[src/fp_cmp_pkg.sv]
// #########################################################
// fp compare package
// op and format codes, decoded op, unpacked operand and
// result records, canonical NaN patterns
// #########################################################

package fp_cmp_pkg;

  // operation selected by funct5/funct3
  typedef enum logic [2:0] {
    OP_NONE = 3'd0, // not a compare or min/max, or illegal
    OP_FEQ  = 3'd1,
    OP_FLT  = 3'd2,
    OP_FLE  = 3'd3,
    OP_FMIN = 3'd4,
    OP_FMAX = 3'd5
  } fp_op_e;

  // low bit of insn[26:25], H and Q never get this far
  typedef enum logic {
    FMT_S = 1'b0,
    FMT_D = 1'b1
  } fp_fmt_e;

  // decode stage record, 11 bits
  typedef struct packed {
    logic    valid;
    fp_op_e  op;
    fp_fmt_e fmt;
    logic    illegal;
    logic [4:0] rd;
  } fp_dec_t;

  // one operand after unpack, 67 bits
  typedef struct packed {
    logic        sign;
    logic [10:0] exp;     // S exponent zero-extended
    logic [51:0] man;     // S mantissa zero-extended
    logic        is_zero; // +0 or -0
    logic        is_qnan;
    logic        is_snan;
  } fp_class_t;

  // result record, fp_data sized for FLEN up to 64
  typedef struct packed {
    logic        valid;
    logic        int_wr;   // integer rd write
    logic        fp_wr;    // fp rd write
    logic [4:0]  rd;
    logic [31:0] int_data; // 0 or 1 for compares
    logic [63:0] fp_data;
    logic        nv;       // invalid operation
    logic        illegal;
  } fp_res_t;

  // canonical quiet NaNs, S one already boxed
  localparam logic [63:0] CANON_NAN_S = 64'hffff_ffff_7fc0_0000;
  localparam logic [63:0] CANON_NAN_D = 64'h7ff8_0000_0000_0000;

endpackage

[src/fp_op_decode.sv]
// #########################################################
// OP-FP decode for FEQ/FLT/FLE and FMIN/FMAX
// registers the decoded op and both source operands
// #########################################################

`timescale 1ns/1ps

module fp_op_decode #(
  parameter int FLEN = 64
) (
  input  logic                clk,
  input  logic                rst_n,
  input  logic                in_valid, // one-cycle issue strobe
  input  logic [31:0]         insn,
  input  logic [FLEN-1:0]     rs1_val,
  input  logic [FLEN-1:0]     rs2_val,
  output fp_cmp_pkg::fp_dec_t dec,
  output logic [FLEN-1:0]     op_a,
  output logic [FLEN-1:0]     op_b
);

  import fp_cmp_pkg::*;

  localparam logic [6:0] OPC_OP_FP = 7'b1010011;
  localparam logic [4:0] F5_CMP    = 5'b10100;
  localparam logic [4:0] F5_MINMAX = 5'b00101;

  logic [6:0] opcode;
  logic [2:0] funct3;
  logic [1:0] fmt_bits;
  logic [4:0] funct5;
  logic       fmt_ok;
  fp_op_e     op_nxt;
  fp_dec_t    dec_nxt;

  assign opcode   = insn[6:0];
  assign funct3   = insn[14:12];
  assign fmt_bits = insn[26:25];
  assign funct5   = insn[31:27];

  // S always, D only with a 64-bit register file
  assign fmt_ok = (fmt_bits == 2'b00) || ((fmt_bits == 2'b01) && (FLEN >= 64));

  always_comb begin
    op_nxt = OP_NONE;
    if ((opcode == OPC_OP_FP) && fmt_ok) begin
      if (funct5 == F5_CMP) begin
        case (funct3)
          3'b010:  op_nxt = OP_FEQ;
          3'b001:  op_nxt = OP_FLT;
          3'b000:  op_nxt = OP_FLE;
          default: op_nxt = OP_NONE;
        endcase
      end else if (funct5 == F5_MINMAX) begin
        case (funct3)
          3'b000:  op_nxt = OP_FMIN;
          3'b001:  op_nxt = OP_FMAX;
          default: op_nxt = OP_NONE;
        endcase
      end
    end
  end

  always_comb begin
    dec_nxt       = '0; // bubble when idle
    dec_nxt.valid = in_valid;
    if (in_valid) begin
      dec_nxt.op      = op_nxt;
      dec_nxt.fmt     = fp_fmt_e'(fmt_bits[0]);
      dec_nxt.illegal = (op_nxt == OP_NONE); // anything unmatched
      dec_nxt.rd      = insn[11:7];
    end
  end

  always_ff @(posedge clk or negedge rst_n) begin
    if (!rst_n) begin
      dec <= '0;
    end else begin
      dec <= dec_nxt;
    end
  end

  // operands follow the strobe, held otherwise
  always_ff @(posedge clk) begin
    if (in_valid) begin
      op_a <= rs1_val;
      op_b <= rs2_val;
    end
  end

  // an illegal slot carries no operation
  a_illegal_no_op: assert property (@(posedge clk) disable iff (!rst_n)
    dec.illegal |-> (dec.valid && (dec.op == OP_NONE)));

endmodule

[src/fp_unpack.sv]
// #########################################################
// operand unpack for S or D format
// NaN-box check, field widening, zero/qNaN/sNaN class
// #########################################################

`timescale 1ns/1ps

module fp_unpack #(
  parameter int FLEN = 64
) (
  input  logic [FLEN-1:0]       operand,
  input  fp_cmp_pkg::fp_fmt_e   fmt,
  output fp_cmp_pkg::fp_class_t cls
);

  import fp_cmp_pkg::*;

  logic [31:0] word_s; // single word after box check
  logic [63:0] word_d;
  logic        sign;
  logic [10:0] exp;
  logic [51:0] man;
  logic [10:0] exp_ones;
  logic        man_top; // quiet bit of current format
  logic        is_nan;

  if (FLEN == 64) begin : g_box
    // upper word must be all ones, else canonical qNaN
    assign word_s = (&operand[FLEN-1:32]) ? operand[31:0] : CANON_NAN_S[31:0];
    assign word_d = operand;
  end else begin : g_nobox
    assign word_s = operand[31:0];
    assign word_d = 64'(operand); // D is illegal here
  end

  always_comb begin
    if (fmt == FMT_D) begin
      sign     = word_d[63];
      exp      = word_d[62:52];
      man      = word_d[51:0];
      exp_ones = 11'h7ff;
      man_top  = word_d[51];
    end else begin
      sign     = word_s[31];
      exp      = {3'b000, word_s[30:23]};
      man      = {29'd0, word_s[22:0]};
      exp_ones = 11'h0ff;
      man_top  = word_s[22];
    end
  end

  assign is_nan = (exp == exp_ones) && (man != '0);

  always_comb begin
    cls.sign    = sign;
    cls.exp     = exp;
    cls.man     = man;
    cls.is_zero = (exp == '0) && (man == '0); // subnormals stay nonzero
    cls.is_qnan = is_nan && man_top;
    cls.is_snan = is_nan && !man_top;
    // class flags are exclusive for any format and box state
    a_nan_excl: assert final (!(cls.is_qnan && cls.is_snan));
  end

endmodule

[src/fp_compare.sv]
// #########################################################
// compare execute stage
// IEEE equal and less-than, compare bit, min/max pick, NV
// #########################################################

`timescale 1ns/1ps

module fp_compare (
  input  fp_cmp_pkg::fp_dec_t   dec,
  input  fp_cmp_pkg::fp_class_t cls_a,
  input  fp_cmp_pkg::fp_class_t cls_b,
  output logic                  cmp_bit,
  output logic                  pick_b,   // min/max returns rs2
  output logic                  both_nan, // min/max returns canonical NaN
  output logic                  nv
);

  import fp_cmp_pkg::*;

  logic nan_a;
  logic nan_b;
  logic any_nan;
  logic any_snan;
  logic both_zero;
  logic mag_lt;   // |a| < |b|
  logic mag_eq;
  logic a_eq_b;   // +0 == -0
  logic a_lt_b;   // true ordered less-than
  logic a_lt_b_z; // same, but -0 below +0

  assign nan_a    = cls_a.is_qnan | cls_a.is_snan;
  assign nan_b    = cls_b.is_qnan | cls_b.is_snan;
  assign any_nan  = nan_a | nan_b;
  assign both_nan = nan_a & nan_b;
  assign any_snan = cls_a.is_snan | cls_b.is_snan;

  assign both_zero = cls_a.is_zero & cls_b.is_zero;

  // exponent above mantissa, so one unsigned compare orders magnitude
  assign mag_lt = {cls_a.exp, cls_a.man} < {cls_b.exp, cls_b.man};
  assign mag_eq = {cls_a.exp, cls_a.man} == {cls_b.exp, cls_b.man};

  assign a_eq_b = both_zero | ((cls_a.sign == cls_b.sign) & mag_eq);

  always_comb begin
    if (both_zero) begin
      a_lt_b = 1'b0;
    end else if (cls_a.sign != cls_b.sign) begin
      a_lt_b = cls_a.sign; // negative side is smaller
    end else if (cls_a.sign) begin
      a_lt_b = !mag_lt && !mag_eq; // both negative, order flips
    end else begin
      a_lt_b = mag_lt;
    end
  end

  assign a_lt_b_z = both_zero ? (cls_a.sign & ~cls_b.sign) : a_lt_b;

  always_comb begin
    cmp_bit = 1'b0;
    pick_b  = 1'b0;
    nv      = 1'b0;
    case (dec.op)
      OP_FEQ: begin
        cmp_bit = !any_nan && a_eq_b;
        nv      = any_snan; // quiet compare
      end
      OP_FLT: begin
        cmp_bit = !any_nan && a_lt_b;
        nv      = any_nan;  // signalling compare
      end
      OP_FLE: begin
        cmp_bit = !any_nan && (a_lt_b || a_eq_b);
        nv      = any_nan;
      end
      OP_FMIN: begin
        pick_b = nan_a || (!nan_b && !a_lt_b_z); // a NaN yields the other
        nv     = any_snan;
      end
      OP_FMAX: begin
        pick_b = nan_a || (!nan_b && a_lt_b_z);
        nv     = any_snan;
      end
      default: begin
        cmp_bit = 1'b0; // OP_NONE, illegal slot
      end
    endcase
  end

endmodule

[src/fp_result.sv]
// #########################################################
// result stage
// builds integer or fp write data, registers the record,
// keeps the sticky invalid-operation flag
// #########################################################

`timescale 1ns/1ps

module fp_result #(
  parameter int FLEN = 64
) (
  input  logic                clk,
  input  logic                rst_n,
  input  fp_cmp_pkg::fp_dec_t dec,
  input  logic [FLEN-1:0]     op_a,
  input  logic [FLEN-1:0]     op_b,
  input  logic                cmp_bit,
  input  logic                pick_b,
  input  logic                both_nan,
  input  logic                nv,
  input  logic                flags_clr, // one-cycle clear of accrued NV
  output fp_cmp_pkg::fp_res_t res,
  output logic                fflags_nv  // accrued NV level
);

  import fp_cmp_pkg::*;

  logic            issue_ok; // valid and legal
  logic [FLEN-1:0] sel_op;
  logic [63:0]     minmax_data;
  fp_res_t         res_nxt;

  assign issue_ok = dec.valid && !dec.illegal;
  assign sel_op   = pick_b ? op_b : op_a;

  always_comb begin
    if (both_nan) begin
      minmax_data = (dec.fmt == FMT_D) ? CANON_NAN_D : CANON_NAN_S;
    end else if (dec.fmt == FMT_D) begin
      minmax_data = 64'(sel_op);
    end else begin
      minmax_data = {32'hffff_ffff, sel_op[31:0]}; // box S result
    end
  end

  always_comb begin
    res_nxt         = '0;
    res_nxt.valid   = dec.valid;
    res_nxt.rd      = dec.rd;
    res_nxt.illegal = dec.valid && dec.illegal; // no write, no nv
    if (issue_ok) begin
      res_nxt.nv = nv;
      case (dec.op)
        OP_FEQ, OP_FLT, OP_FLE: begin
          res_nxt.int_wr   = 1'b1;
          res_nxt.int_data = {31'd0, cmp_bit};
        end
        OP_FMIN, OP_FMAX: begin
          res_nxt.fp_wr   = 1'b1;
          res_nxt.fp_data = minmax_data;
        end
        default: begin
          res_nxt.nv = 1'b0;
        end
      endcase
    end
  end

  always_ff @(posedge clk or negedge rst_n) begin
    if (!rst_n) begin
      res <= '0;
    end else begin
      res <= res_nxt;
    end
  end

  // set by the result being registered, new nv beats a clear
  always_ff @(posedge clk or negedge rst_n) begin
    if (!rst_n) begin
      fflags_nv <= 1'b0;
    end else if (res_nxt.nv) begin
      fflags_nv <= 1'b1;
    end else if (flags_clr) begin
      fflags_nv <= 1'b0;
    end
  end

  // one destination file per result
  a_wr_excl: assert property (@(posedge clk) disable iff (!rst_n)
    !(res.int_wr && res.fp_wr));

endmodule

[src/fp_cmp_unit.sv]
// #########################################################
// floating-point compare unit top
// decode, two unpacks, compare and result, 2-cycle latency
// #########################################################

`timescale 1ns/1ps

module fp_cmp_unit #(
  parameter int FLEN = 64
) (
  input  logic                clk,
  input  logic                rst_n,
  input  logic                in_valid,
  input  logic [31:0]         insn,
  input  logic [FLEN-1:0]     rs1_val,
  input  logic [FLEN-1:0]     rs2_val,
  input  logic                flags_clr,
  output fp_cmp_pkg::fp_res_t res,
  output logic                fflags_nv
);

  import fp_cmp_pkg::*;

  fp_dec_t         dec;   // stage 1 register
  logic [FLEN-1:0] op_a;  // rs1 value
  logic [FLEN-1:0] op_b;  // rs2 value
  fp_class_t       cls_a;
  fp_class_t       cls_b;
  logic            cmp_bit;
  logic            pick_b;
  logic            both_nan;
  logic            nv;

  fp_op_decode #(.FLEN(FLEN)) decode (
    .clk      (clk),
    .rst_n    (rst_n),
    .in_valid (in_valid),
    .insn     (insn),
    .rs1_val  (rs1_val),
    .rs2_val  (rs2_val),
    .dec      (dec),
    .op_a     (op_a),
    .op_b     (op_b)
  );

  fp_unpack #(.FLEN(FLEN)) unpack_a (.operand(op_a), .fmt(dec.fmt), .cls(cls_a));
  fp_unpack #(.FLEN(FLEN)) unpack_b (.operand(op_b), .fmt(dec.fmt), .cls(cls_b));

  // combinational, between the two register stages
  fp_compare compare (
    .dec      (dec),
    .cls_a    (cls_a),
    .cls_b    (cls_b),
    .cmp_bit  (cmp_bit),
    .pick_b   (pick_b),
    .both_nan (both_nan),
    .nv       (nv)
  );

  fp_result #(.FLEN(FLEN)) result (
    .clk       (clk),
    .rst_n     (rst_n),
    .dec       (dec),
    .op_a      (op_a),
    .op_b      (op_b),
    .cmp_bit   (cmp_bit),
    .pick_b    (pick_b),
    .both_nan  (both_nan),
    .nv        (nv),
    .flags_clr (flags_clr),
    .res       (res),
    .fflags_nv (fflags_nv)
  );

endmodule

[config.mk]
export PLATFORM = sky130hd
export DESIGN_NAME = fp_cmp_unit
export DESIGN_NICKNAME = d
export VERILOG_FILES = /design/src/fp_cmp_pkg.sv /design/src/fp_op_decode.sv /design/src/fp_unpack.sv /design/src/fp_compare.sv /design/src/fp_result.sv /design/src/fp_cmp_unit.sv
export SDC_FILE = /design/constraint.sdc
export NUM_CORES = 1
export LEC_CHECK = 0
export ABC_AREA = 1
export BUFFER_PORTS_ARGS = -buffer_cell sky130_fd_sc_hd__buf_2
export CELL_PAD_IN_SITES_DETAIL_PLACEMENT = 0
export CELL_PAD_IN_SITES_GLOBAL_PLACEMENT = 1
export CORE_ASPECT_RATIO = 0.6
export CORE_MARGIN = 2
export CORE_UTILIZATION = 40
export DETAILED_ROUTE_END_ITERATION = 10
export PLACE_DENSITY_LB_ADDON = 0.05
export REMOVE_ABC_BUFFERS = 1
export SYNTH_ARGS = -nofsm -noshare
export SYNTH_HDL_FRONTEND = slang
export SYNTH_HIERARCHICAL = 1
export SYNTH_SLANG_ARGS = --single-unit
[constraint.sdc]
create_clock -name clk -period 5.3 [get_ports clk]
set_input_delay 0.265 -clock clk [delete_from_list [all_inputs] [get_ports clk]]
set_output_delay 0.265 -clock clk [all_outputs]
set_load 0.02 [all_outputs]
# After elaboration in Yosys (flattened, before gate mapping)
# Index checks and enable logic that the tools add are counted.
[classes]
n_lt_le_gt_ge = 1
eq_ne = 16
mux = 37
bitwise = 10
reduce_logical = 46
[op_table]
columns = ["operator", "n"]
rows = [
  ["$mux 64", 5],
  ["$logic_not 52->1", 2],
  ["$mux 52", 2],
  ["$reduce_bool 52->1", 2],
  ["$mux 66", 1],
  ["$mux 32", 2],
  ["$reduce_and 32->1", 2],
  ["$eq 63x63->1", 1],
  ["$lt 63x63->1", 1],
  ["$mux 11", 3],
  ["$eq 11x11->1", 2],
  ["$logic_not 11->1", 2],
  ["$logic_and 1x1->1", 17],
  ["$mux 1", 14],
  ["$mux 10", 1],
  ["$eq 3x2->1 const B", 3],
  ["$mux 3", 3],
  ["$logic_not 1->1", 8],
  ["$eq 7x7->1 const B", 1],
  ["$eq 3x1->1 const B", 2],
  ["$eq 3x3->1 const B", 2],
  ["$logic_not 3->1", 2],
  ["$pmux 2 s3", 1],
  ["$pmux 3 s2", 1],
  ["other kinds (17)", 30],
]
[totals]
reg_bits = 215
output_inout_bits = 107
word_cells = 126

# Depth between registers and ports, before layout
# Gate-level depths: netlist of run 1.
[logic_depth]
depth_word = 20
depth_mapped = 37
mapped_depth_nobuf = 33

# Hierarchy
# Netlist of run 1, hierarchy kept.
[by_module_without_submodules]
columns = ["mod", "n_inst", "cells_each", "area_each_um2", "seq_area_each_um2"]
rows = [
  ["fp_op_decode", 1, 215, 4446.8, 4119.0],
  ["fp_result", 1, 434, 3574.7, 1901.8],
  ["fp_unpack", 2, 227, 1069.8, 0.0],
  ["fp_compare", 1, 346, 2006.9, 0.0],
]

# Worst setup path after synthesis of run 1
# Ideal clock, no wire load.
[synth_timing]
kind = "register to register"
startpoint = "register decode.op_b[62]"
endpoint = "register result/res[28] (netlist name)"
arrival_ns = 3.193
required_ns = 5.175
setup_slack_ns = 1.982
path_stages_with_launch = 36
path_buffers = 4
period_less_slack_ns = 3.318
path_cell_list = "edfxtp_1 -> nand2_1 -> nor2_1 -> nand2_1 -> nor2_2 -> nand2_2 -> nand2_4 -> buf_6 -> inv_2 -> buf_2 -> nor2_1 -> inv_1 -> ha_1 -> nand2_1 -> nor2_1 -> inv_1 -> nor2_1 -> nand2_1 -> nand2_1 -> nand2_1 -> nand2_1 -> nand2_1 -> nand2_1 -> nand2_1 -> nand2_2 -> nand3_2 -> nand3_2 -> nand3_2 -> a21oi_2 -> buf_4 -> clkinv_4 -> buf_2 -> nand2_1 -> nand2_1 -> nand3_1 -> nand2_1"
[synth_lines]
columns = ["item", "line", "text"]
rows = [
  ["start: declaration", "fp_op_decode.sv:19", "output logic [FLEN-1:0] op_b"],
  ["start signal: assignment", "fp_op_decode.sv:87", "op_b <= rs2_val;"],
]

==> summary.txt, run 1 <==
Run status
  • Run status: finished, final reports clean

Synth
  • Cell count after synthesis: 1449
  • Distinct cell type count after synthesis: 41
  • Share of the synthesized area in the top cell type: 0.316
  • Post-Synthesis Mean Instance Area: 8.40 um^2
  • Primary FF master, synth: sky130_fd_sc_hd__edfxtp_1
  • Most repeated cell in the gate-level netlist after synthesis: sky130_fd_sc_hd__nand2_1
  • Count of flip-flops with a built-in enable after synthesis: 128
  • Dominant cell type by area after synthesis: sky130_fd_sc_hd__edfxtp_1
  • Top cells by area, synth: sky130_fd_sc_hd__edfxtp_1, sky130_fd_sc_hd__dfrtp_1, sky130_fd_sc_hd__nand2_1, sky130_fd_sc_hd__inv_1, sky130_fd_sc_hd__ha_1
  • Share of synthesized area occupied by flip-flops and latches: 0.495
  • Proportion of register bits with asynchronous set or reset after synthesis: 0.405
  • Post-synthesis sequential element count: 215
  • Synth Cell Area: 12200 um^2
  • List of most frequent post-synthesis cells: sky130_fd_sc_hd__nand2_1, sky130_fd_sc_hd__inv_1, sky130_fd_sc_hd__nor2_1
  • YS warnings: 6

Worst setup path
  • Highest cell delay on the worst timing path: 0.65 ns
  • CP Launch Type: flip-flop
  • Worst r2r dst: result/res[45]
  • Critical Setup Path Class: flip-flop to flip-flop
  • Data arrival time of the critical path: 5.19 ns
  • R2R depth: 27
  • Reg-to-reg startpoint: decode/op_b[56]
  • Worst setup EP type: flip-flop
  • Worst path top cell family by delay: simple AND/OR/NAND/NOR gates
  • Register-to-register setup slack: 0.55 ns
  • Critical path peak fanout: between 60 and 70
  • Crit path buffers/inverters: 4
  • Slowest stage cell, crit path: sky130_fd_sc_hd__buf_4
  • WP data required: 5.73 ns
  • Most frequent CP cell: sky130_fd_sc_hd__nand2_1

Pwr
  • IR drop worst, VDD: 212 uV
  • Total power per unit cell area: 266 nW/um^2
  • Static power due to leakage: 8.37 nW
  • Total power draw: 4.14 mW

Layout
  • P&R area growth vs syn: 27.7%
  • Count of inserted antenna diode cells: 0
  • Number of nets in the final layout: 2028
  • Post-route standard cell area excluding fillers: 15500 um^2
  • Fill count: 2888
  • Share of final-layout standard cells stronger than drive strength 1: 0.195

Placement
  • Routability Congestion: 0.824
  • Total half-perimeter wirelength after legalization and detailed placement: between 20000 and 30000 um
  • Port Buffers: 229
  • Placement-stage cell area: 13500 um^2
  • Post-place setup slack: between 0.5 and 0.6 ns

Clock tree
  • Clock insertion delay at the later pin of the skew report: 0.52 ns
  • Clock tree from TritonCTS: done
  • Cts bufs inserted: 22
  • Clock Tree Buf Depth: 3
  • # H-tree levels: 1
  • Cell at the root of the clock tree: sky130_fd_sc_hd__clkbuf_16
  • Num Clock Sinks: 215
  • Clock-pin slew on the worst setup and hold paths: approximately 0.06 ns
  • Number of setup buffers added after CTS: 0

Drt
  • Total met2 wirelength after detailed routing: 13900 um
  • Post-detailed-routing wire length: approximately 36000 um
  • Sum of met3 wire segment lengths after detailed routing: around 1800 um
  • Post-route antenna net violation count: 0
  • Highest metal layer with signal wires: met4
  • Via density: 4.53
  • DRT met1 WL: 19500 um
  • Post-route DRC: 0
  • Vias after detailed routing: a little over 10000
  • Initial drt markers: around 610
  • Detailed-router iteration count before antenna repair: 5
  • Routed wire per std cell: 16.0 um

Global route
  • Number of antenna violations at the first check in global routing: 0
  • Global-route total usage across every layer: 0.222
  • Global-route wire length before repair: approximately 55000 um
  • Largest net degree at the start of global routing: 91
  • Via count of the first global-routing pass: 9734
  • Global-route congestion overflow total: 0

Flow run
  • Max-capacitance violation count: 0

Floorplan
  • Width of the chip: 229 um
  • Number of ports placed on the die boundary: 271
  • Core ar.: between 20000 and 30000 um^2
  • Die Footprint: between 30000 and 40000 um^2
  • Number of standard-cell rows in the floorplan: 49
  • Initial Util: 0.407
  • Die outline height: 139 um

STA
  • Transition time of the tightest slew-check pin: 0.884 ns
  • RSZ-0062 raised after global routing: no
  • Time the final worst path needs with I/O delays and setup: 4.75 ns
  • Maximum clock frequency: around 210 MHz
  • Max-slew violation total from the final report: 0
  • Worst setup skew after layout: 0.0140 ns
  • Slew headroom: 0.409
  • Number of endpoints with negative hold slack in the final report: 0
  • Setup Viol. Count Final: 0
  • Period utilization: 0.897
  • Smallest setup slack after layout: 0.545 ns

Hold path
  • Depth of the worst hold-timing path: 4
  • Destination of the worst hold path: decode/dec[8]
  • Hold/Removal Path Class: primary input to flip-flop
  • Startpoint of the tightest hold check path: insn[13]
==> state kept, by name (all words and copies together), names as in the netlist <==
register	count
result/fflags_nv	1
decode/op_b	64
decode/op_a	64
decode/dec	11
result/res	75
==> tightest hold or removal path, stage by stage <==
cell and delay, ns:
sky130_fd_sc_hd__buf_2 0.09, sky130_fd_sc_hd__nor2_2 0.05, sky130_fd_sc_hd__nand3_1 0.07, sky130_fd_sc_hd__nor2_1 0.04
==> power breakdown <==
group          total (mW)  internal [mW]  leakage (nW)  switching, mW
Combinational       0.608          0.251          5.57          0.357
Sequential           1.96           1.88          2.45         0.0813
Clock                1.57          0.906         0.356          0.665
==> cell type report <==
class,count,area [um^2],area share
flip-flops and latches,215,6020,0.387
clock inverters,7,65.1,0.00419
clock buffers,33,654,0.0421
inverters,258,973,0.0626
repair buffers,374,2600,0.167
well taps,408,510,0.0328
multi-input cells,929,4720,0.304
==> cell families after synthesis <==
family                   Yosys count  synth area share
AO/OA/AOI/OAI                     79            0.0356
buffers and inverters            335             0.127
AND/OR/NAND/NOR                  739             0.263
adder cells (fa/ha/maj)           64            0.0658
flip-flops                       215             0.495
other                              1          0.000308
multiplexers                      16            0.0132
==> cells in the final DEF, fill, tap and decap left out, types with 14 or more instances in the layout <==
master	instances
sky130_fd_sc_hd__nor2_1	143
sky130_fd_sc_hd__dlygate4sd3_1	136
sky130_fd_sc_hd__buf_2	227
sky130_fd_sc_hd__edfxtp_1	128
sky130_fd_sc_hd__o21ai_0	26
sky130_fd_sc_hd__nand3_1	71
sky130_fd_sc_hd__conb_1	31
sky130_fd_sc_hd__ha_1	64
sky130_fd_sc_hd__nand2_1	422
sky130_fd_sc_hd__clkbuf_16	24
sky130_fd_sc_hd__nand2_2	21
sky130_fd_sc_hd__nand4_1	14
sky130_fd_sc_hd__or2_2	14
sky130_fd_sc_hd__o21ai_1	19
sky130_fd_sc_hd__a21oi_1	24
sky130_fd_sc_hd__mux2i_1	16
sky130_fd_sc_hd__inv_1	241
sky130_fd_sc_hd__dfrtp_1	86
==> layer usage <==
layer	up-vias	GRT usage
met2	243	0.309
met4	0	0.0297
met1	4658	0.366
li1	5143	-
met5	-	0
met3	25	0.0333
==> worst max path at each step <==
stage	cells after the start	endpoint	start
floorplan	25	result/res[10]	decode/dec[6]
global placement	27	result/res[50]	decode/op_b[56]
detailed placement	27	result/res[45]	decode/op_b[56]
CTS	27	result/res[45]	decode/op_b[56]
global route	31	result/res[50]	decode/op_b[59]
finish	27	result/res[45]	decode/op_b[56]
==> stage by stage <==
stage	hold slack, ns	instances	util	TNS [ns]
after CTS	0.0197	2224	0.519	0
final	0.0389	2224	0.519	0
after global routing	0.0425	2224	0.519	0
after floorplan	-0.0306	1402	-	-91.81
after global placement	0.327	2048	0.450	0
after detailed placement	0.335	2048	0.450	0
==> timing repair <==
item | in CTS | in global routing
gates resized for setup | 0 | 0
hold endpoints to repair | 175 | 0
hold buffers | 136 | 0
No activity file was read; power rests on OpenSTA's default activity.
==> inputs of run 2 (changes only) <==
--- a/config.mk
+++ b/config.mk
@@ -12,7 +12,9 @@
 export CORE_ASPECT_RATIO = 0.6
 export CORE_MARGIN = 2
 export CORE_UTILIZATION = 40
+export CTS_CLUSTER_DIAMETER = 60
 export DETAILED_ROUTE_END_ITERATION = 10
+export GPL_TIMING_DRIVEN = 0
 export PLACE_DENSITY_LB_ADDON = 0.05
 export REMOVE_ABC_BUFFERS = 1
 export SYNTH_ARGS = -nofsm -noshare
==> summary.txt, run 2 (same netlist as run 1, synthesis figures left out) <==
Global route
  • Global-route wire length before repair: 55800 um (was 55400 um)
  • Via count of the first global-routing pass: 9934 (was 9734)
  • Global-route congestion overflow total: 0 (unchanged)
  • Number of antenna violations at the first check in global routing: 0 (unchanged)
  • Largest net degree at the start of global routing: 71 (was 91)
  • Global-route total usage across every layer: 0.225 (was 0.222)

STA
  • Max-slew violation total from the final report: 0 (unchanged)
  • TNS Setup: 0 ns (unchanged)
  • Transition time of the tightest slew-check pin: 1.38 ns (was 0.884 ns)
  • Maximum clock frequency: 212 MHz (was 210 MHz)
  • Worst setup skew after layout: 0.0149 ns (was 0.0140 ns)
  • Number of endpoints with negative hold slack in the final report: 0 (unchanged)
  • Time the final worst path needs with I/O delays and setup: 4.71 ns (was 4.75 ns)
  • Slew headroom: 0.0772 (was 0.409)
  • RSZ-0062 raised after global routing: no (unchanged)
  • Period utilization: 0.889 (was 0.897)
  • Setup Viol. Count Final: 0 (unchanged)
  • Worst slack on hold paths: 0.0316 ns (was 0.0389 ns)

Pwr
  • Total power per unit cell area: 265 nW/um^2 (was 266 nW/um^2)
  • IR drop worst, VDD: 212 uV (about the same)
  • Total power draw: 4.14 mW (about the same)
  • Static power due to leakage: 8.41 nW (was 8.37 nW)

Layout
  • Post-route standard cell area excluding fillers: 15600 um^2 (was 15500 um^2)
  • Biggest regs: result/res (75), decode/op_a (64), decode/op_b (64) (unchanged)
  • Number of flip-flops in the largest register: 75 (unchanged)
  • Most common library cell in the layout ignoring fill and taps: sky130_fd_sc_hd__nand2_1 (unchanged)
  • P&R area growth vs syn: 28.5% (was 27.7%)
  • Most frequent cells in the layout: sky130_fd_sc_hd__nand2_1, sky130_fd_sc_hd__inv_1, sky130_fd_sc_hd__buf_2 (unchanged)
  • Core utilization of the finished layout: 0.523 (was 0.519)
  • Number of nets in the final layout: 2026 (was 2028)
  • Count of inserted antenna diode cells: 0 (unchanged)
  • Most flop-heavy register: result/res (unchanged)
  • Share of final-layout standard cells stronger than drive strength 1: 0.196 (was 0.195)

Placement
  • Port Buffers: 229 (unchanged)
  • Routability Congestion: 0.821 (was 0.824)
  • Total half-perimeter wirelength after legalization and detailed placement: 25400 um (was 25100 um)
  • Placement-stage cell area: 13500 um^2 (about the same)

Drt
  • Via density: 4.52 (was 4.53)
  • Post-route DRC: 0 (unchanged)
  • Vias after detailed routing: 10000 (was 10100)
  • Routed wire per std cell: 16.0 um (about the same)
  • Detailed-router iteration count before antenna repair: 7 (was 5)
  • Post-detailed-routing wire length: 35500 um (was 35600 um)
  • Post-route antenna net violation count: 0 (unchanged)
  • Initial drt markers: 612 (was 607)

Worst setup path
  • WP data required: 5.74 ns (was 5.73 ns)
  • Worst r2r dst: result/res[42] (was result/res[45])
  • CP Launch Type: flip-flop (unchanged)
  • Worst path top cell family by delay: simple AND/OR/NAND/NOR gates (unchanged)
  • Data arrival time of the critical path: 5.15 ns (was 5.19 ns)
  • Critical Setup Path Class: flip-flop to flip-flop (unchanged)
  • Worst setup EP type: flip-flop (unchanged)
  • Slowest stage cell, crit path: sky130_fd_sc_hd__dfrtp_4 (was sky130_fd_sc_hd__buf_4)
  • Critical path peak fanout: 61 (was 64)
  • Highest cell delay on the worst timing path: 0.65 ns (about the same)
  • Reg-to-reg startpoint: decode/dec[6] (was decode/op_b[56])
  • Crit path buffers/inverters: 7 (was 4)
  • Register-to-register setup slack: 0.59 ns (was 0.55 ns)
  • R2R depth: 25 (was 27)
  • Most frequent CP cell: sky130_fd_sc_hd__nand2_1 (unchanged)

Clock tree
  • Clock tree from TritonCTS: done (unchanged)
  • Cts bufs inserted: 22 (unchanged)
  • Clock insertion delay at the later pin of the skew report: 0.53 ns (was 0.52 ns)
  • Num Clock Sinks: 215 (unchanged)
  • # H-tree levels: 1 (unchanged)
  • Clock Tree Buf Depth: 3 (unchanged)
  • Clock-pin slew on the worst setup and hold paths: 0.06 ns (about the same)
  • Cell at the root of the clock tree: sky130_fd_sc_hd__clkbuf_16 (unchanged)

Run status
  • Run status: finished, final reports clean (unchanged)

Hold path
  • Hold/Removal Path Class: primary input to flip-flop (unchanged)
  • Startpoint of the tightest hold check path: insn[12] (was insn[13])
  • Depth of the worst hold-timing path: 4 (unchanged)
  • Destination of the worst hold path: decode/dec[7] (was decode/dec[8])

Floorplan
  • Number of standard-cell rows in the floorplan: 49 (unchanged)
  • Die outline height: 139 um (unchanged)
  • Core ar.: 29900 um^2 (unchanged)
  • Initial Util: 0.407 (unchanged)
  • Width of the chip: 229 um (unchanged)
  • Number of ports placed on the die boundary: 271 (unchanged)
  • Die Footprint: 31900 um^2 (unchanged)

Flow run
  • Max-capacitance violation count: 0 (unchanged)
[run 2: tightest hold or removal path, stage by stage]
cell	delay, ns
sky130_fd_sc_hd__buf_2	0.10
sky130_fd_sc_hd__nand2_1	0.05
sky130_fd_sc_hd__nand2_1	0.08
sky130_fd_sc_hd__nor2_2	0.03
[run 2: layout make-up]
cell class | count | area [um^2]
tap | 408 | 510
timing repair buffer | 372 | 2680
clock buffer | 33 | 663
clock inverter | 7 | 65.1
sequential | 215 | 6020
inverter | 258 | 976
multi-input combinational | 929 | 4720
fill | 2882 | 14300
[run 2: how the worst max path moves through the flow]
stage | startpoint | endpoint | slack (ns) | cells after the start
4_1_cts | decode/dec[6] | result/res[10] | 0.15 | 23
3_5_place_dp | decode/dec[6] | result/res[22] | -0.28 | 23
3_3_place_gp | decode/dec[6] | result/res[22] | -5.76 | 21
6_report | decode/dec[6] | result/res[42] | 0.59 | 25
5_1_grt | decode/dec[6] | result/res[65] | 0.14 | 29
2_1_floorplan | decode/dec[6] | result/res[10] | -1.45 | 25
[run 2: metal layers]
metal  GRT usage  routed length [um]
met4      0.0321                 406
met3      0.0387                1820
met5           0                   0
met1       0.359               19100
met2       0.320               14200
[run 2: power breakdown]
group          switching, mW  leakage [nW]  internal (mW)
clock network          0.656         0.364          0.916
registers             0.0811          2.45           1.88
logic                  0.356          5.60          0.256
[run 2: what timing repair did]
item | CTS | global route
setup buffers | 1 | 0
endpoints found under the hold margin | 178 | 0
cloned | 0 | 0
resized for setup | 0 | 1
hold buffers | 136 | 0
pin swaps | 1 | 0
setup endpoints to repair | 64 | 64
[run 2: metrics by stage]
stage	worst slack, ns	cells
after floorplan	-1.45	1402
after global placement	-5.76	2039
after detailed placement	-0.281	2044
after CTS	0.148	2221
after global routing	0.139	2222
final	0.587	2222
==> inputs of run 3 (changes only) <==
--- a/config.mk
+++ b/config.mk
@@ -5,7 +5,6 @@
 export SDC_FILE = /design/constraint.sdc
 export NUM_CORES = 1
 export LEC_CHECK = 0
-export ABC_AREA = 1
 export BUFFER_PORTS_ARGS = -buffer_cell sky130_fd_sc_hd__buf_2
 export CELL_PAD_IN_SITES_DETAIL_PLACEMENT = 0
 export CELL_PAD_IN_SITES_GLOBAL_PLACEMENT = 1
@@ -17,6 +16,7 @@
 export GPL_TIMING_DRIVEN = 0
 export PLACE_DENSITY_LB_ADDON = 0.05
 export REMOVE_ABC_BUFFERS = 1
+export SLEW_MARGIN = 30
 export SYNTH_ARGS = -nofsm -noshare
 export SYNTH_HDL_FRONTEND = slang
 export SYNTH_HIERARCHICAL = 1
==> summary.txt, run 3 <==
Run status
  • Run status: finished, final reports clean (unchanged)

Global route
  • Number of antenna violations at the first check in global routing: 0 (unchanged)
  • Via count of the first global-routing pass: 8349 (was 9934)
  • Global-route total usage across every layer: 0.216 (was 0.225)
  • Global routing usage on met3: 0.0326 (was 0.0387)
  • Largest net degree at the start of global routing: 80 (was 71)
  • Global-route wire length before repair: 47800 um (was 55800 um)
  • Global-route congestion overflow total: 0 (unchanged)
  • Met1 track utilization from global routing: 0.347 (was 0.359)
  • Most crowded layer after global routing: met1 (unchanged)
  • Global routing met2 resource utilization: 0.307 (was 0.320)

Synth
  • Portion of netlist area occupied by mux cells: 0.0585 (was 0.0132)
  • Cell count after synthesis: 969 (was 1449)
  • Primary FF master, synth: sky130_fd_sc_hd__edfxtp_1 (unchanged)
  • Post-synthesis sequential element count: 215 (unchanged)
  • Dominant combinational cell family by area after synthesis: simple AND/OR/NAND/NOR gates (unchanged)
  • Share of the synthesized area in the top cell type: 0.345 (was 0.316)
  • Share of synthesized area occupied by flip-flops and latches: 0.541 (was 0.495)
  • Adder-cell area share of the yosys netlist: 0.0720 (was 0.0658)
  • Synth Area in XOR/XNOR: 0.00236 (was 0)
  • Synth Cell Area: 11100 um^2 (was 12200 um^2)
  • Count of flip-flops with a built-in enable after synthesis: 128 (unchanged)
  • List of most frequent post-synthesis cells: sky130_fd_sc_hd__edfxtp_1, sky130_fd_sc_hd__dfrtp_1, sky130_fd_sc_hd__inv_1 (was sky130_fd_sc_hd__nand2_1, sky130_fd_sc_hd__inv_1, sky130_fd_sc_hd__nor2_1)
  • Most repeated cell in the gate-level netlist after synthesis: sky130_fd_sc_hd__edfxtp_1 (was sky130_fd_sc_hd__nand2_1)
  • Distinct cell type count after synthesis: 65 (was 41)
  • Dominant cell type by area after synthesis: sky130_fd_sc_hd__edfxtp_1 (unchanged)
  • Complex-gate fraction of the synthesized area: 0.0714 (was 0.0356)
  • Simple logic cell fraction of the synthesized area: 0.189 (was 0.263)
  • Post-Synthesis Mean Instance Area: 11.5 um^2 (was 8.40 um^2)
  • Top cells by area, synth: sky130_fd_sc_hd__edfxtp_1, sky130_fd_sc_hd__dfrtp_1, sky130_fd_sc_hd__ha_1, sky130_fd_sc_hd__mux2i_1, sky130_fd_sc_hd__and2_1 (was sky130_fd_sc_hd__edfxtp_1, sky130_fd_sc_hd__dfrtp_1, sky130_fd_sc_hd__nand2_1, sky130_fd_sc_hd__inv_1, sky130_fd_sc_hd__ha_1)
  • Proportion of register bits with asynchronous set or reset after synthesis: 0.405 (unchanged)
  • YS warnings: 6 (unchanged)

Layout
  • Share of final-layout standard cells stronger than drive strength 1: 0.232 (was 0.196)
  • Number of flip-flops in the largest register: 75 (unchanged)
  • Final non-filler cell total: 1720 (was 2222)
  • Fill count: 2441 (was 2882)
  • P&R area growth vs syn: 33.5% (was 28.5%)
  • Number of nets in the final layout: 1566 (was 2026)
  • Core utilization of the finished layout: 0.541 (was 0.523)
  • Biggest regs: result/res (75), decode/op_a (64), decode/op_b (64) (unchanged)
  • Most flop-heavy register: result/res (unchanged)
  • Most common library cell in the layout ignoring fill and taps: sky130_fd_sc_hd__buf_2 (was sky130_fd_sc_hd__nand2_1)
  • Post-route standard cell area excluding fillers: 14900 um^2 (was 15600 um^2)
  • Count of inserted antenna diode cells: 0 (unchanged)
  • Most frequent cells in the layout: sky130_fd_sc_hd__buf_2, sky130_fd_sc_hd__dlygate4sd3_1, sky130_fd_sc_hd__edfxtp_1 (was sky130_fd_sc_hd__nand2_1, sky130_fd_sc_hd__inv_1, sky130_fd_sc_hd__buf_2)

Placement
  • Total half-perimeter wirelength after legalization and detailed placement: 22800 um (was 25400 um)
  • Post-place setup slack: -0.275 ns (was -0.281 ns)
  • Placed Cells: 1537 (was 2044)
  • Routability Congestion: 0.815 (was 0.821)
  • Placement-stage cell area: 12700 um^2 (was 13500 um^2)
  • Port Buffers: 229 (unchanged)

Worst setup path
  • WP data required: 5.67 ns (was 5.74 ns)
  • Cell-by-cell trace of the critical path: nand4_1 -> or4_4 -> nor3_4 -> buf_4 -> nand2_1 -> o21ai_0 -> ha_1 -> nand2b_1 -> a221oi_1 -> o221ai_1 -> nor4_4 -> mux2i_2 -> xor2_1 -> o21ai_4 -> buf_16 -> buf_16 -> buf_16 -> mux2i_1 -> o21ai_0
  • Slowest stage cell, crit path: sky130_fd_sc_hd__or4_4 (was sky130_fd_sc_hd__dfrtp_4)
  • Data arrival time of the critical path: 5.37 ns (was 5.15 ns)
  • Highest cell delay on the worst timing path: 0.56 ns (was 0.65 ns)
  • Most frequent CP cell: sky130_fd_sc_hd__buf_16 (was sky130_fd_sc_hd__nand2_1)
  • CP Launch Type: flip-flop (unchanged)
  • Register-to-register setup slack: 0.30 ns (was 0.59 ns)
  • Worst setup EP type: flip-flop (unchanged)
  • Critical Setup Path Class: flip-flop to flip-flop (unchanged)
  • Critical path peak fanout: 14 (was 61)

Clock tree
  • Cts bufs inserted: 22 (unchanged)
  • Clock insertion delay at the later pin of the skew report: 0.52 ns (was 0.53 ns)
  • Num Clock Sinks: 215 (unchanged)
  • # H-tree levels: 1 (unchanged)
  • Clock Tree Buf Depth: 3 (unchanged)
  • Clock-pin slew on the worst setup and hold paths: 0.07 ns (was 0.06 ns)
  • Clock tree from TritonCTS: done (unchanged)
  • Cell at the root of the clock tree: sky130_fd_sc_hd__clkbuf_16 (unchanged)

STA
  • Slew headroom: 0.486 (was 0.0772)
  • Number of endpoints with negative hold slack in the final report: 0 (unchanged)
  • Smallest setup slack after layout: 0.303 ns (was 0.587 ns)
  • Transition time of the tightest slew-check pin: 0.763 ns (was 1.38 ns)
  • Setup Viol. Count Final: 0 (unchanged)
  • Time the final worst path needs with I/O delays and setup: 5.00 ns (was 4.71 ns)
  • Worst slack on hold paths: 0.0369 ns (was 0.0316 ns)
  • TNS Setup: 0 ns (unchanged)
  • Max-slew violation total from the final report: 0 (unchanged)
  • Worst setup skew after layout: 0.00854 ns (was 0.0149 ns)
  • Period utilization: 0.943 (was 0.889)
  • Maximum clock frequency: 200 MHz (was 212 MHz)

Pwr
  • Total power per unit cell area: 268 nW/um^2 (was 265 nW/um^2)
  • IR drop worst, VDD: 202 uV (was 212 uV)
  • Static power due to leakage: 6.49 nW (was 8.41 nW)
  • Total power draw: 3.98 mW (was 4.14 mW)

Drt
  • Post-detailed-routing wire length: 31900 um (was 35500 um)
  • Post-route DRC: 0 (unchanged)
  • Vias after detailed routing: 8513 (was 10000)
  • Post-route antenna net violation count: 0 (unchanged)
  • Initial drt markers: 549 (was 612)
  • Routed wire per std cell: 18.6 um (was 16.0 um)
  • Via density: 4.95 (was 4.52)
  • Detailed-router iteration count before antenna repair: 5 (was 7)

Hold path
  • Hold/Removal Path Class: primary input to flip-flop (unchanged)

Flow run
  • Max-capacitance violation count: 0 (unchanged)

Floorplan
  • Number of ports placed on the die boundary: 271 (unchanged)
  • Die Footprint: 29200 um^2 (was 31900 um^2)
  • Initial Util: 0.405 (was 0.407)
  • Number of standard-cell rows in the floorplan: 47 (was 49)
  • Die outline height: 133 um (was 139 um)
  • Core ar.: 27500 um^2 (was 29900 um^2)
  • Width of the chip: 219 um (was 229 um)
## run 3: cell count changes after synthesis, moves of 49 or more
cell	change
sky130_fd_sc_hd__nor2_1	-89
sky130_fd_sc_hd__inv_1	-165
sky130_fd_sc_hd__nand3_1	-58
sky130_fd_sc_hd__mux2i_1	+49
sky130_fd_sc_hd__and2_1	+70
sky130_fd_sc_hd__nand2_1	-391
sky130_fd_sc_hd__nor2b_1	+57
## run 3: final timing paths
| kind | start | endpoint | cells after the start |
|---|---|---|---|
| worst max-delay path | decode/op_a[43] | result/res[24] | 19 |
| max in group asynchronous | rst_n | result/res[61] | 3 |
| worst max register to register | decode/op_a[43] | result/res[24] | 19 |
| worst min-delay path | insn[12] | decode/dec[7] | 3 |
| worst min register to register | decode/dec[1] | result/res[99] | 0 |
| min in group asynchronous | rst_n | result/res[11] | 2 |
## run 3: worst max-delay path, delay by kind of cell (launching register included)
| family | cells | cell delay, ns |
|---|---|---|
| multiplexers | 2 | 0.49 |
| buffers and inverters | 4 | 0.75 |
| adder cells (fa/ha/maj) | 1 | 0.33 |
| AO/OA/AOI/OAI | 5 | 1.19 |
| AND/OR/NAND/NOR | 6 | 1.51 |
| XOR/XNOR | 1 | 0.14 |
| flip-flops | 1 | 0.43 |
## run 3: routing by layer
layer | wire (um) | vias up
met5 | 0 | -
met4 | 540 | 0
met3 | 1690 | 37
met2 | 13000 | 253
met1 | 16700 | 4082
li1 | - | 4141
## run 3: repair_timing
action | 4_1_cts | 5_1_grt
pin swaps | 2 | 4
hold buffers | 137 | 0
gates resized for setup | 3 | 4
setup endpoints to repair | 42 | 37
hold endpoints to repair | 177 | 0
gates cloned | 0 | 1
setup buffers | 4 | 2
## run 3: power breakdown
part	leakage [nW]	total, mW	switching (mW)	internal [mW]
logic	3.70	0.478	0.244	0.234
registers	2.45	1.98	0.102	1.88
clock network	0.342	1.53	0.662	0.863
total	6.49	3.98	1.01	2.98
## run 3: final cells by class
cell class                 count  area [um^2]  area share
clock buffer                  31          616      0.0414
timing repair buffer         381         2830       0.191
sequential                   215         6020       0.406
inverter                      76          285      0.0192
clock inverter                 8         73.8     0.00497
tap                          367          459      0.0309
multi-input combinational    642         4560       0.307
## run 3: cells by family (layout without fill, tap and decap cells)
logic type	count (synthesis)	count (layout)
other	1	31
muxes	65	65
buffers and inverters	143	496
adders and majority gates	64	64
DFF	215	215
AOI/OAI and AO/OA	133	133
xor gates and xnor gates	3	3
and+or+nand+nor	345	346
